$ cat config.mk
export PLATFORM = sky130hd
export DESIGN_NAME = lightsGame
export DESIGN_NICKNAME = d
export VERILOG_FILES = /design/src/lightsGame_pkg.sv /design/src/boardUpdate.sv /design/src/gameStatus.sv /design/src/lightsGame.sv /design/src/moveDecode.sv
export VERILOG_INCLUDE_DIRS = /design/src /design/src/src
export SDC_FILE = /design/constraint.sdc
export NUM_CORES = 1
export LEC_CHECK = 0
export BUFFER_PORTS_ARGS = -buffer_cell sky130_fd_sc_hd__buf_2
export CORE_MARGIN = 8
export CORE_UTILIZATION = 36
export DETAILED_ROUTE_END_ITERATION = 7
export GPL_TIMING_DRIVEN = 0
export SYNTH_ARGS = -nofsm -noshare
export SYNTH_HDL_FRONTEND = slang
export SYNTH_SLANG_ARGS = --single-unit
$ cat constraint.sdc
create_clock -name clk -period 4.05 [get_ports clk]
set_input_delay 0.2025 -clock clk [delete_from_list [all_inputs] [get_ports clk]]
set_output_delay 0.2025 -clock clk [all_outputs]
set_load 0.005 [all_outputs]
$ cat src/lightsGame_params.svh
`ifndef LIGHTSGAME_PARAMS_SVH
`define LIGHTSGAME_PARAMS_SVH

// the board is square and wraps around on both axes
`define BOARD_SIZE 8

// each load register covers one square quarter of the board
`define QUAD_SIZE 4

`define COUNT_WIDTH 16

`define NUM_GROUPS 4

// cycles spent in each phase of the finished display
// this is kept short for simulation and is raised for a real clock
`define BLINK_PERIOD 8

// group masks are written row 0 first and column 0 first in every row
// a one marks a cell that takes part in the move of that group
`define GROUP0_MASK 64'b00000101_10100000_00000101_10100000_01010000_00000101_01010000_00000101

`define GROUP1_MASK 64'b00001010_01010000_00001010_01010000_10100000_00001010_10100000_00001010

`define GROUP2_MASK 64'b01010000_00000101_01010000_00000101_00001010_01010000_00001010_01010000

`define GROUP3_MASK 64'b10100000_00001010_10100000_00001010_00000101_10100000_00000101_10100000

`endif

$ cat src/lightsGame_pkg.sv
`include "lightsGame_params.svh"

package lightsGame_pkg;

    // row-major grid indexed as [row][column]
    // both ranges ascend so row 0 and column 0 sit at the most significant end,
    // which lets a mask literal be read in the same order as the board
    typedef logic [0:`BOARD_SIZE-1][0:`BOARD_SIZE-1] board_t;

    // bit i of a quadrant is local row i/4 and local column i%4
    typedef logic [`QUAD_SIZE*`QUAD_SIZE-1:0] quadrant_t;

    typedef logic [`COUNT_WIDTH-1:0] count_t;

    // one opcode per push button with MOVE_G0 belonging to button 0
    typedef enum logic [2:0]
    {
        MOVE_NONE,
        MOVE_G0,
        MOVE_G1,
        MOVE_G2,
        MOVE_G3
    } moveOp_t;

    typedef enum logic [1:0]
    {
        IDLE,
        PLAYING,
        FINISHED
    } gameState_t;

endpackage

$ cat src/boardUpdate.sv
`timescale 1ns/1ps
`include "lightsGame_params.svh"

module boardUpdate
(
    input  logic                      clk,
    input  logic                      arstN,
    input  logic                      start,
    input  lightsGame_pkg::quadrant_t quadrant0,
    input  lightsGame_pkg::quadrant_t quadrant1,
    input  lightsGame_pkg::quadrant_t quadrant2,
    input  lightsGame_pkg::quadrant_t quadrant3,
    input  lightsGame_pkg::moveOp_t   moveOp,
    output lightsGame_pkg::board_t    board
);

    localparam int boardSize = `BOARD_SIZE;
    localparam int quadSize  = `QUAD_SIZE;

    // group masks in opcode order starting at MOVE_G0
    localparam lightsGame_pkg::board_t groupMasks [`NUM_GROUPS] =
        '{`GROUP0_MASK, `GROUP1_MASK, `GROUP2_MASK, `GROUP3_MASK};

    lightsGame_pkg::board_t loadBoard;
    lightsGame_pkg::board_t ruleBoard;
    lightsGame_pkg::board_t groupMask;
    lightsGame_pkg::board_t moveBoard;

    // new value of a group cell from its right, up, down and left neighbours
    function automatic logic ruleNext(input logic [3:0] rudl);
        logic lit;
        case (rudl)
            4'b1110,
            4'b1100,
            4'b1010,
            4'b1001,
            4'b0101,
            4'b0001:
            begin
                lit = 1'b1;
            end
            default:
            begin
                lit = 1'b0;
            end
        endcase
        return lit;
    endfunction

    // quadrant 0 is top left, 1 bottom left, 2 top right and 3 bottom right
    always_comb
    begin
        for (int r = 0; r < quadSize; r++)
        begin
            for (int c = 0; c < quadSize; c++)
            begin
                loadBoard[r][c]                       = quadrant0[r*quadSize + c];
                loadBoard[r + quadSize][c]            = quadrant1[r*quadSize + c];
                loadBoard[r][c + quadSize]            = quadrant2[r*quadSize + c];
                loadBoard[r + quadSize][c + quadSize] = quadrant3[r*quadSize + c];
            end
        end
    end

    // the rule is evaluated for every cell from the current board
    // and the mask below picks which results are kept
    for (genvar r = 0; r < boardSize; r++)
    begin : gRow
        for (genvar c = 0; c < boardSize; c++)
        begin : gCol
            localparam int up    = (r + boardSize - 1) % boardSize;
            localparam int down  = (r + 1) % boardSize;
            localparam int left  = (c + boardSize - 1) % boardSize;
            localparam int right = (c + 1) % boardSize;

            assign ruleBoard[r][c] = ruleNext({board[r][right], board[up][c],
                                               board[down][c], board[r][left]});
        end
    end

    always_comb
    begin
        case (moveOp)
            lightsGame_pkg::MOVE_G0:
            begin
                groupMask = `GROUP0_MASK;
            end
            lightsGame_pkg::MOVE_G1:
            begin
                groupMask = `GROUP1_MASK;
            end
            lightsGame_pkg::MOVE_G2:
            begin
                groupMask = `GROUP2_MASK;
            end
            lightsGame_pkg::MOVE_G3:
            begin
                groupMask = `GROUP3_MASK;
            end
            default:
            begin
                groupMask = '0;
            end
        endcase
    end

    // with no move pending the mask is empty and the board keeps its value
    assign moveBoard = (board & ~groupMask) | (ruleBoard & groupMask);

    always_ff @(posedge clk or negedge arstN)
    begin
        if (!arstN)
        begin
            board <= '0;
        end
        else if (start)
        begin
            board <= loadBoard;
        end
        else
        begin
            board <= moveBoard;
        end
    end

    // a move only ever touches the cells of its own group
    aKeepOutsideGroup: assert property (
        @(posedge clk) disable iff (!arstN)
        (!start && moveOp != lightsGame_pkg::MOVE_NONE)
            |=> (((board ^ $past(board)) & ~groupMasks[int'($past(moveOp)) - 1]) == '0)
    );

endmodule

$ cat src/gameStatus.sv
`timescale 1ns/1ps
`include "lightsGame_params.svh"

module gameStatus
(
    input  logic                    clk,
    input  logic                    arstN,
    input  logic                    start,
    input  lightsGame_pkg::moveOp_t moveOp,
    input  lightsGame_pkg::board_t  board,
    output lightsGame_pkg::count_t  moveCount,
    output logic                    gameFinished
);

    localparam int blinkPeriod = `BLINK_PERIOD;
    localparam int blinkWidth  = (blinkPeriod > 1) ? $clog2(blinkPeriod) : 1;

    lightsGame_pkg::gameState_t state;
    lightsGame_pkg::gameState_t nextState;
    lightsGame_pkg::count_t     storedCount;
    logic [blinkWidth-1:0]      blinkCount;
    logic                       blinkDark;
    logic                       boardDark;

    assign boardDark = (board == '0);

    // start always wins so a reload in any state begins a fresh game
    always_comb
    begin
        nextState = state;
        case (state)
            lightsGame_pkg::IDLE:
            begin
                if (start)
                begin
                    nextState = lightsGame_pkg::PLAYING;
                end
            end
            lightsGame_pkg::PLAYING:
            begin
                if (!start && boardDark)
                begin
                    nextState = lightsGame_pkg::FINISHED;
                end
            end
            lightsGame_pkg::FINISHED:
            begin
                if (start)
                begin
                    nextState = lightsGame_pkg::PLAYING;
                end
            end
            default:
            begin
                nextState = lightsGame_pkg::IDLE;
            end
        endcase
    end

    always_ff @(posedge clk or negedge arstN)
    begin
        if (!arstN)
        begin
            state       <= lightsGame_pkg::IDLE;
            storedCount <= '0;
        end
        else
        begin
            state <= nextState;
            if (start)
            begin
                storedCount <= '0;
            end
            // the move reaches the board in this same cycle
            else if (state == lightsGame_pkg::PLAYING && moveOp != lightsGame_pkg::MOVE_NONE)
            begin
                storedCount <= storedCount + 1'b1;
            end
        end
    end

    // blink timer only runs once the game is over
    always_ff @(posedge clk or negedge arstN)
    begin
        if (!arstN)
        begin
            blinkCount <= '0;
            blinkDark  <= 1'b0;
        end
        else if (start || !gameFinished)
        begin
            blinkCount <= '0;
            blinkDark  <= 1'b0;
        end
        else if (blinkCount == blinkWidth'(blinkPeriod - 1))
        begin
            blinkCount <= '0;
            blinkDark  <= ~blinkDark;
        end
        else
        begin
            blinkCount <= blinkCount + 1'b1;
        end
    end

    assign gameFinished = (state == lightsGame_pkg::FINISHED);
    assign moveCount    = blinkDark ? '0 : storedCount;

    // once finished the count is frozen until the next load
    aFrozenCount: assert property (
        @(posedge clk) disable iff (!arstN)
        (gameFinished && !start) |=> $stable(storedCount)
    );

    // moves cannot light a dark board, so it stays dark for the whole finished phase
    aDarkWhileFinished: assert property (
        @(posedge clk) disable iff (!arstN)
        gameFinished |-> boardDark
    );

endmodule

$ cat src/lightsGame.sv
`timescale 1ns/1ps

module lightsGame
(
    input  logic                      clk,
    input  logic                      arstN,
    input  logic                      start,
    input  logic                      button0,
    input  logic                      button1,
    input  logic                      button2,
    input  logic                      button3,
    input  lightsGame_pkg::quadrant_t quadrant0,
    input  lightsGame_pkg::quadrant_t quadrant1,
    input  lightsGame_pkg::quadrant_t quadrant2,
    input  lightsGame_pkg::quadrant_t quadrant3,
    output lightsGame_pkg::board_t    board,
    output lightsGame_pkg::count_t    moveCount,
    output logic                      gameFinished
);

    lightsGame_pkg::moveOp_t moveOp;

    // turns button edges into one registered move per cycle
    moveDecode decode0
    (
        .clk     (clk),
        .arstN   (arstN),
        .button0 (button0),
        .button1 (button1),
        .button2 (button2),
        .button3 (button3),
        .moveOp  (moveOp)
    );

    boardUpdate execute0
    (
        .clk       (clk),
        .arstN     (arstN),
        .start     (start),
        .quadrant0 (quadrant0),
        .quadrant1 (quadrant1),
        .quadrant2 (quadrant2),
        .quadrant3 (quadrant3),
        .moveOp    (moveOp),
        .board     (board)
    );

    // counts moves and watches the board for the end of the game
    gameStatus result0
    (
        .clk          (clk),
        .arstN        (arstN),
        .start        (start),
        .moveOp       (moveOp),
        .board        (board),
        .moveCount    (moveCount),
        .gameFinished (gameFinished)
    );

endmodule

$ cat src/moveDecode.sv
`timescale 1ns/1ps
`include "lightsGame_params.svh"

module moveDecode
(
    input  logic                    clk,
    input  logic                    arstN,
    input  logic                    button0,
    input  logic                    button1,
    input  logic                    button2,
    input  logic                    button3,
    output lightsGame_pkg::moveOp_t moveOp
);

    logic [`NUM_GROUPS-1:0]  buttons;
    logic [`NUM_GROUPS-1:0]  buttonsPrev;
    logic [`NUM_GROUPS-1:0]  rise;
    lightsGame_pkg::moveOp_t nextOp;

    assign buttons = {button3, button2, button1, button0};

    // a button counts only in the cycle it goes from low to high
    assign rise = buttons & ~buttonsPrev;

    // the loop runs down towards button 0 so the lowest rising button is the one kept
    always_comb
    begin
        nextOp = lightsGame_pkg::MOVE_NONE;
        for (int i = `NUM_GROUPS - 1; i >= 0; i--)
        begin
            if (rise[i])
            begin
                nextOp = lightsGame_pkg::moveOp_t'(i + 1);
            end
        end
    end

    always_ff @(posedge clk or negedge arstN)
    begin
        if (!arstN)
        begin
            buttonsPrev <= '0;
            moveOp      <= lightsGame_pkg::MOVE_NONE;
        end
        else
        begin
            buttonsPrev <= buttons;
            moveOp      <= nextOp;
        end
    end

    // a held button must not issue its move again
    aSingleMove: assert property (
        @(posedge clk) disable iff (!arstN)
        (moveOp != lightsGame_pkg::MOVE_NONE && (buttons & ~$past(buttons)) == '0)
            |=> (moveOp == lightsGame_pkg::MOVE_NONE)
    );

endmodule

Word level (Yosys, flattened, before mapping)
Index checks and enable logic that the tools add are counted.
- ROM bits: 0
- input port bits: 71
- latch bits: 0
- flip-flop bits (word level): 93
- bits in writable memories: 0
- output and inout port bits: 81
- word-level logic and storage cells: 572
- memories: 0
- shift-type cells: 0
- divide/modulo/power cells: 0
- multiplexer cells: 80
- bitwise logic cells: 7
- reductions and logical operators: 76
- $mul: 0
- equality and inequality tests: 393
- order comparisons: 0
- add/sub/neg operators: 2
- operators by type and width (cell ; count):
    $eq 4x4->1 const B ; 256
    $reduce_or 6->1 ; 64
    $eq 4x1->1 const B ; 64
    $eq 4x3->1 const B ; 64
    $pmux 64 s4 ; 1
    $and 64x64->64 ; 2
    $mux 1 ; 66
    $logic_not 64->1 ; 1
    $mux 64 ; 1
    $not 64->64 ; 1
    $or 64x64->64 ; 1
    $mux 16 ; 3
    $mux 3 ; 6
    $add 16x1->16 const B ; 1
    $eq 3x2->1 const B ; 2
    $eq 3x3->1 const B ; 2
    $and 4x4->4 ; 1
    $mux 2 ; 2
    $ne 2x1->1 const B ; 2
    $not 4->4 ; 1
    $pmux 2 s2 ; 1
    $reduce_bool 2->1 ; 2
    $add 3x1->3 const B ; 1
    $eq 3x1->1 const B ; 1
    10 further kinds ; 12

Longest topological paths before layout
- depth in word-level cells: 6
- gate-level depth with buffers: 6

By module
From an unflattened synthesis, not the netlist that was laid out.
- cell total of the unflattened synthesis: 639
- area total of the unflattened synthesis: 6100.9 um^2
- modules (own cells, without submodules) (module ; cells each ; instances ; sequential area each (um^2) ; area each (um^2)):
    boardUpdate ; 475 ; 1 ; 1601.5 ; 4559.4
    gameStatus ; 149 ; 1 ; 550.5 ; 1288.7
    moveDecode ; 15 ; 1 ; 175.2 ; 252.7

Worst setup path before layout
Ideal clock, no wire load.
- path type: register to register
- start point: register decode0.moveOp[1]
- end point: register (tool-made name)
- path slack: 2.517 ns
- library setup time: 0.135 ns
- arrival time: 1.399 ns
- cell stages (with the launch flop): 7
- cell sequence: dfrtp_1 > inv_1 > or3_1 > clkbuf_1 > clkbuf_1 > a211oi_1 > o31ai_1
- RTL lines (item ; RTL line ; source):
    start: declaration ; moveDecode.sv:12 ; output lightsGame_pkg::moveOp_t moveOp
    start signal: assignment ; moveDecode.sv:43 ; moveOp <= lightsGame_pkg::MOVE_NONE;
    start signal: assignment ; moveDecode.sv:48 ; moveOp <= nextOp;

==> impl_metrics.py <==
metrics = {
    "global_route": {
        "met1_usage_pct": 30.5,
        "use_met2_pct": 36.9,
        "grtUsageTotal_pct": 23.0,
        "grt_pass1_vias": 5934,
        "antenna_found_initial": 0,
        "grt.busiest_layer": "met2",
        "grt_first_pass_wirelength_um": 35300,
        "met3_usage_pct": 4.97,
        "grt_max_degree": 51,
        "grt-ovfl-total": 0,
    },
    "clock_network": {
        "postCtsSetupBuffers": 0,
        "worstSkewPairLatency_ns": 0.36,
        "post_cts_resized": 0,
        "htreeDepth": 3,
        "numCtsBuffers": 9,
        "clk_pin_slew_ns": 0.07,
        "cts_tree": "yes",
        "hold_buffers": 5,
        "clock-root-buffer": "clkbuf_16",
        "clock_path_buffers": 2,
        "clock_sinks": 93,
    },
    "synthesis": {
        "yosys_warnings": 0,
        "async_reset_ff_share_pct": 100,
        "synthFlopType": "dfrtp_1",
        "synth_top_area_share_pct": 39.9,
        "yosysUniqueCellTypes": 41,
        "syn_inst": 742,
        "synth_edf_count": 0,
        "synth.avg_cell_area_um2": 7.86,
        "synthTopCellsByCount": "a21oi_1, dfrtp_1, nor2_1",
        "seq_area_frac_synth_pct": 39.9,
        "yosysTopAreaCell": "dfrtp_1",
        "synth_nets": 816,
        "ys_top_cells_by_area": "dfrtp_1, a21oi_1, o21ai_0",
        "syn_area_um2": 5830,
        "yosysMostFrequentCell": "a21oi_1",
        "ys_seq_elements": 93,
    },
    "detailed_routing": {
        "avgRoutedWirePerCell_um": 21.2,
        "wl_um": 24000,
        "drc": 0,
        "first_pass_iters": 5,
        "vias_per_cell": 5.73,
        "antenna_left": 0,
        "drtIter0Drc": 520,
        "dr_total_vias": 6481,
    },
    "floorplan": {
        "core_um2": 15900,
        "dieArea_um2": 20500,
        "die_h_um": 143,
        "placementRows": 46,
        "initial_core_util_pct": 36.7,
        "die_w_um": 143,
        "ios": 152,
    },
    "outcome": {
        "status": "finished, final reports clean",
    },
    "place": {
        "place.gp.congestion": 0.904,
        "io_buffers": 150,
        "dp_hpwl_um": 17100,
        "placedCellCount": 1109,
    },
    "final_layout": {
        "nets": 983,
        "n_fill_cell": 1673,
        "fin_cells": 1131,
        "syn2layout_area_growth_pct": 24.3,
        "multi_input_area_um2": 3120,
        "layout-drive-gt1-share_pct": 23.1,
        "final-seq-area_um2": 2330,
    },
    "power_and_ir_drop": {
        "p_leak_nw": 3.13,
        "p_seq_share_pct": 38.1,
        "power_frac_comb_pct": 28.8,
        "powerDensity_nw_per_um2": 384,
        "switchingPower_uw": 961,
        "p_int_mw": 1.82,
        "p_sw_share_pct": 34.6,
        "clock_power_share_pct": 33.1,
        "ir_drop_mv": 0.219,
    },
    "timing": {
        "max-slew-margin-rel_pct": 26.7,
        "worstMarginPinSlew_ns": 1.10,
        "grt_setup_unrepaired": "no",
        "clock_skew_ns": 0.0147,
        "finalSetupViolations": 0,
        "drv_slew": 0,
        "period_needed_ns": 2.39,
        "final.setup.tns_ns": 0,
        "timing_hold_violations_final": 0,
        "finalCritPeriodShare_pct": 59.0,
        "fmax_mhz": 419,
    },
    "critical_path": {
        "r2r_slack_ns": 1.66,
        "startpoint_type": "register",
        "cp.arrival_ns": 2.68,
        "worst_ep_required_time_ns": 4.34,
        "critPathKind": "reg -> reg",
        "cp-end-kind": "register",
        "path_max_fanout": 10,
    },
    "run": {
        "maxCapViolations": 0,
    },
    "worst_hold_path": {
        "hold_class": "in -> reg",
    },
}
[cells by family after synthesis]
group / share of synthesized area [%]
buffers and inverters: 6.52
XOR/XNOR: 0.901
adder cells (fa/ha/maj): 0.644
AND/OR/NAND/NOR: 21.8
multiplexers: 0.536
flip-flops: 39.9
AO/OA/AOI/OAI: 29.7
[power groups by stage]
stage	logic, mW	clock network [mW]	registers (mW)
final	0.803	0.920	1.06
after global routing	0.876	0.969	1.07
after CTS	0.793	0.932	1.06
after detailed placement	0.785	0	1.08
after global placement	0.771	0	1.07
after floorplan	0.457	0	1.08
[per-layer routing]
layer | routed length (um) | vias to the layer above
met5 | 0 | -
met4 | 418 | 0
met3 | 2300 | 30
met2 | 11200 | 338
met1 | 10100 | 3108
li1 | - | 3005
[cell usage in the layout, fill, tap and decap left out, types with 7 or more instances in the layout]
cell type	instances
buf_2	156
a21oi_1	106
dfrtp_1	93
nor2_1	84
clkbuf_1	76
nand2_1	71
o21ai_0	66
o31ai_1	36
a211oi_1	33
a221o_1	31
or2_2	30
nor2b_1	15
nor4_1	15
clkbuf_16	9
or3_1	8
inv_1	7
buf_1	7
nand4_1	7
[worst max-delay path: stages (launching register included)]
cell and delay (ns):
dfrtp_1 0.42, nor2_1 0.08, a21oi_1 0.86, clkbuf_1 0.67, a221o_1 0.28
[layout make-up]
cell class | instances | share of cell area (%)
antenna | 1 | 0.0345
buffer | 91 | 4.89
clock buffer | 12 | 3.68
clock inverter | 4 | 0.622
inverter | 7 | 0.363
multi-input combinational | 551 | 43.1
sequential | 93 | 32.1
tap | 216 | 3.73
timing repair buffer | 156 | 11.5
[metrics by stage]
| stage | hold slack (ns) | power (mW) | cell area (um^2) | utilization (%) | setup WS [ns] |
|---|---|---|---|---|---|
| finish | 0.0479 | 2.78 | 7250 | 45.6 | 1.66 |
| global route | 0.0568 | 2.91 | 7240 | 45.6 | 1.58 |
| CTS | 0.0403 | 2.78 | 7240 | 45.6 | 1.69 |
| detailed placement | 0.273 | 1.86 | 6880 | 43.3 | 1.71 |
| global placement | 0.320 | 1.85 | 6850 | 43.1 | 1.69 |
| floorplan | -0.0931 | 1.53 | 5830 | - | 2.52 |
[path summary, 6_finish.rpt]
path	start	to	cells after the start
min	quadrant0[7]	register	3
min in group asynchronous	arstN	result0.storedCount[8]	2
max	decode0.moveOp[1]	register	4
max reg2reg	decode0.moveOp[1]	register	4
max in group asynchronous	arstN	asynchronous set/reset pin	3
min reg2reg	decode0.buttonsPrev[3]	decode0.moveOp[2]	1
No activity file was read; power rests on OpenSTA's default activity.
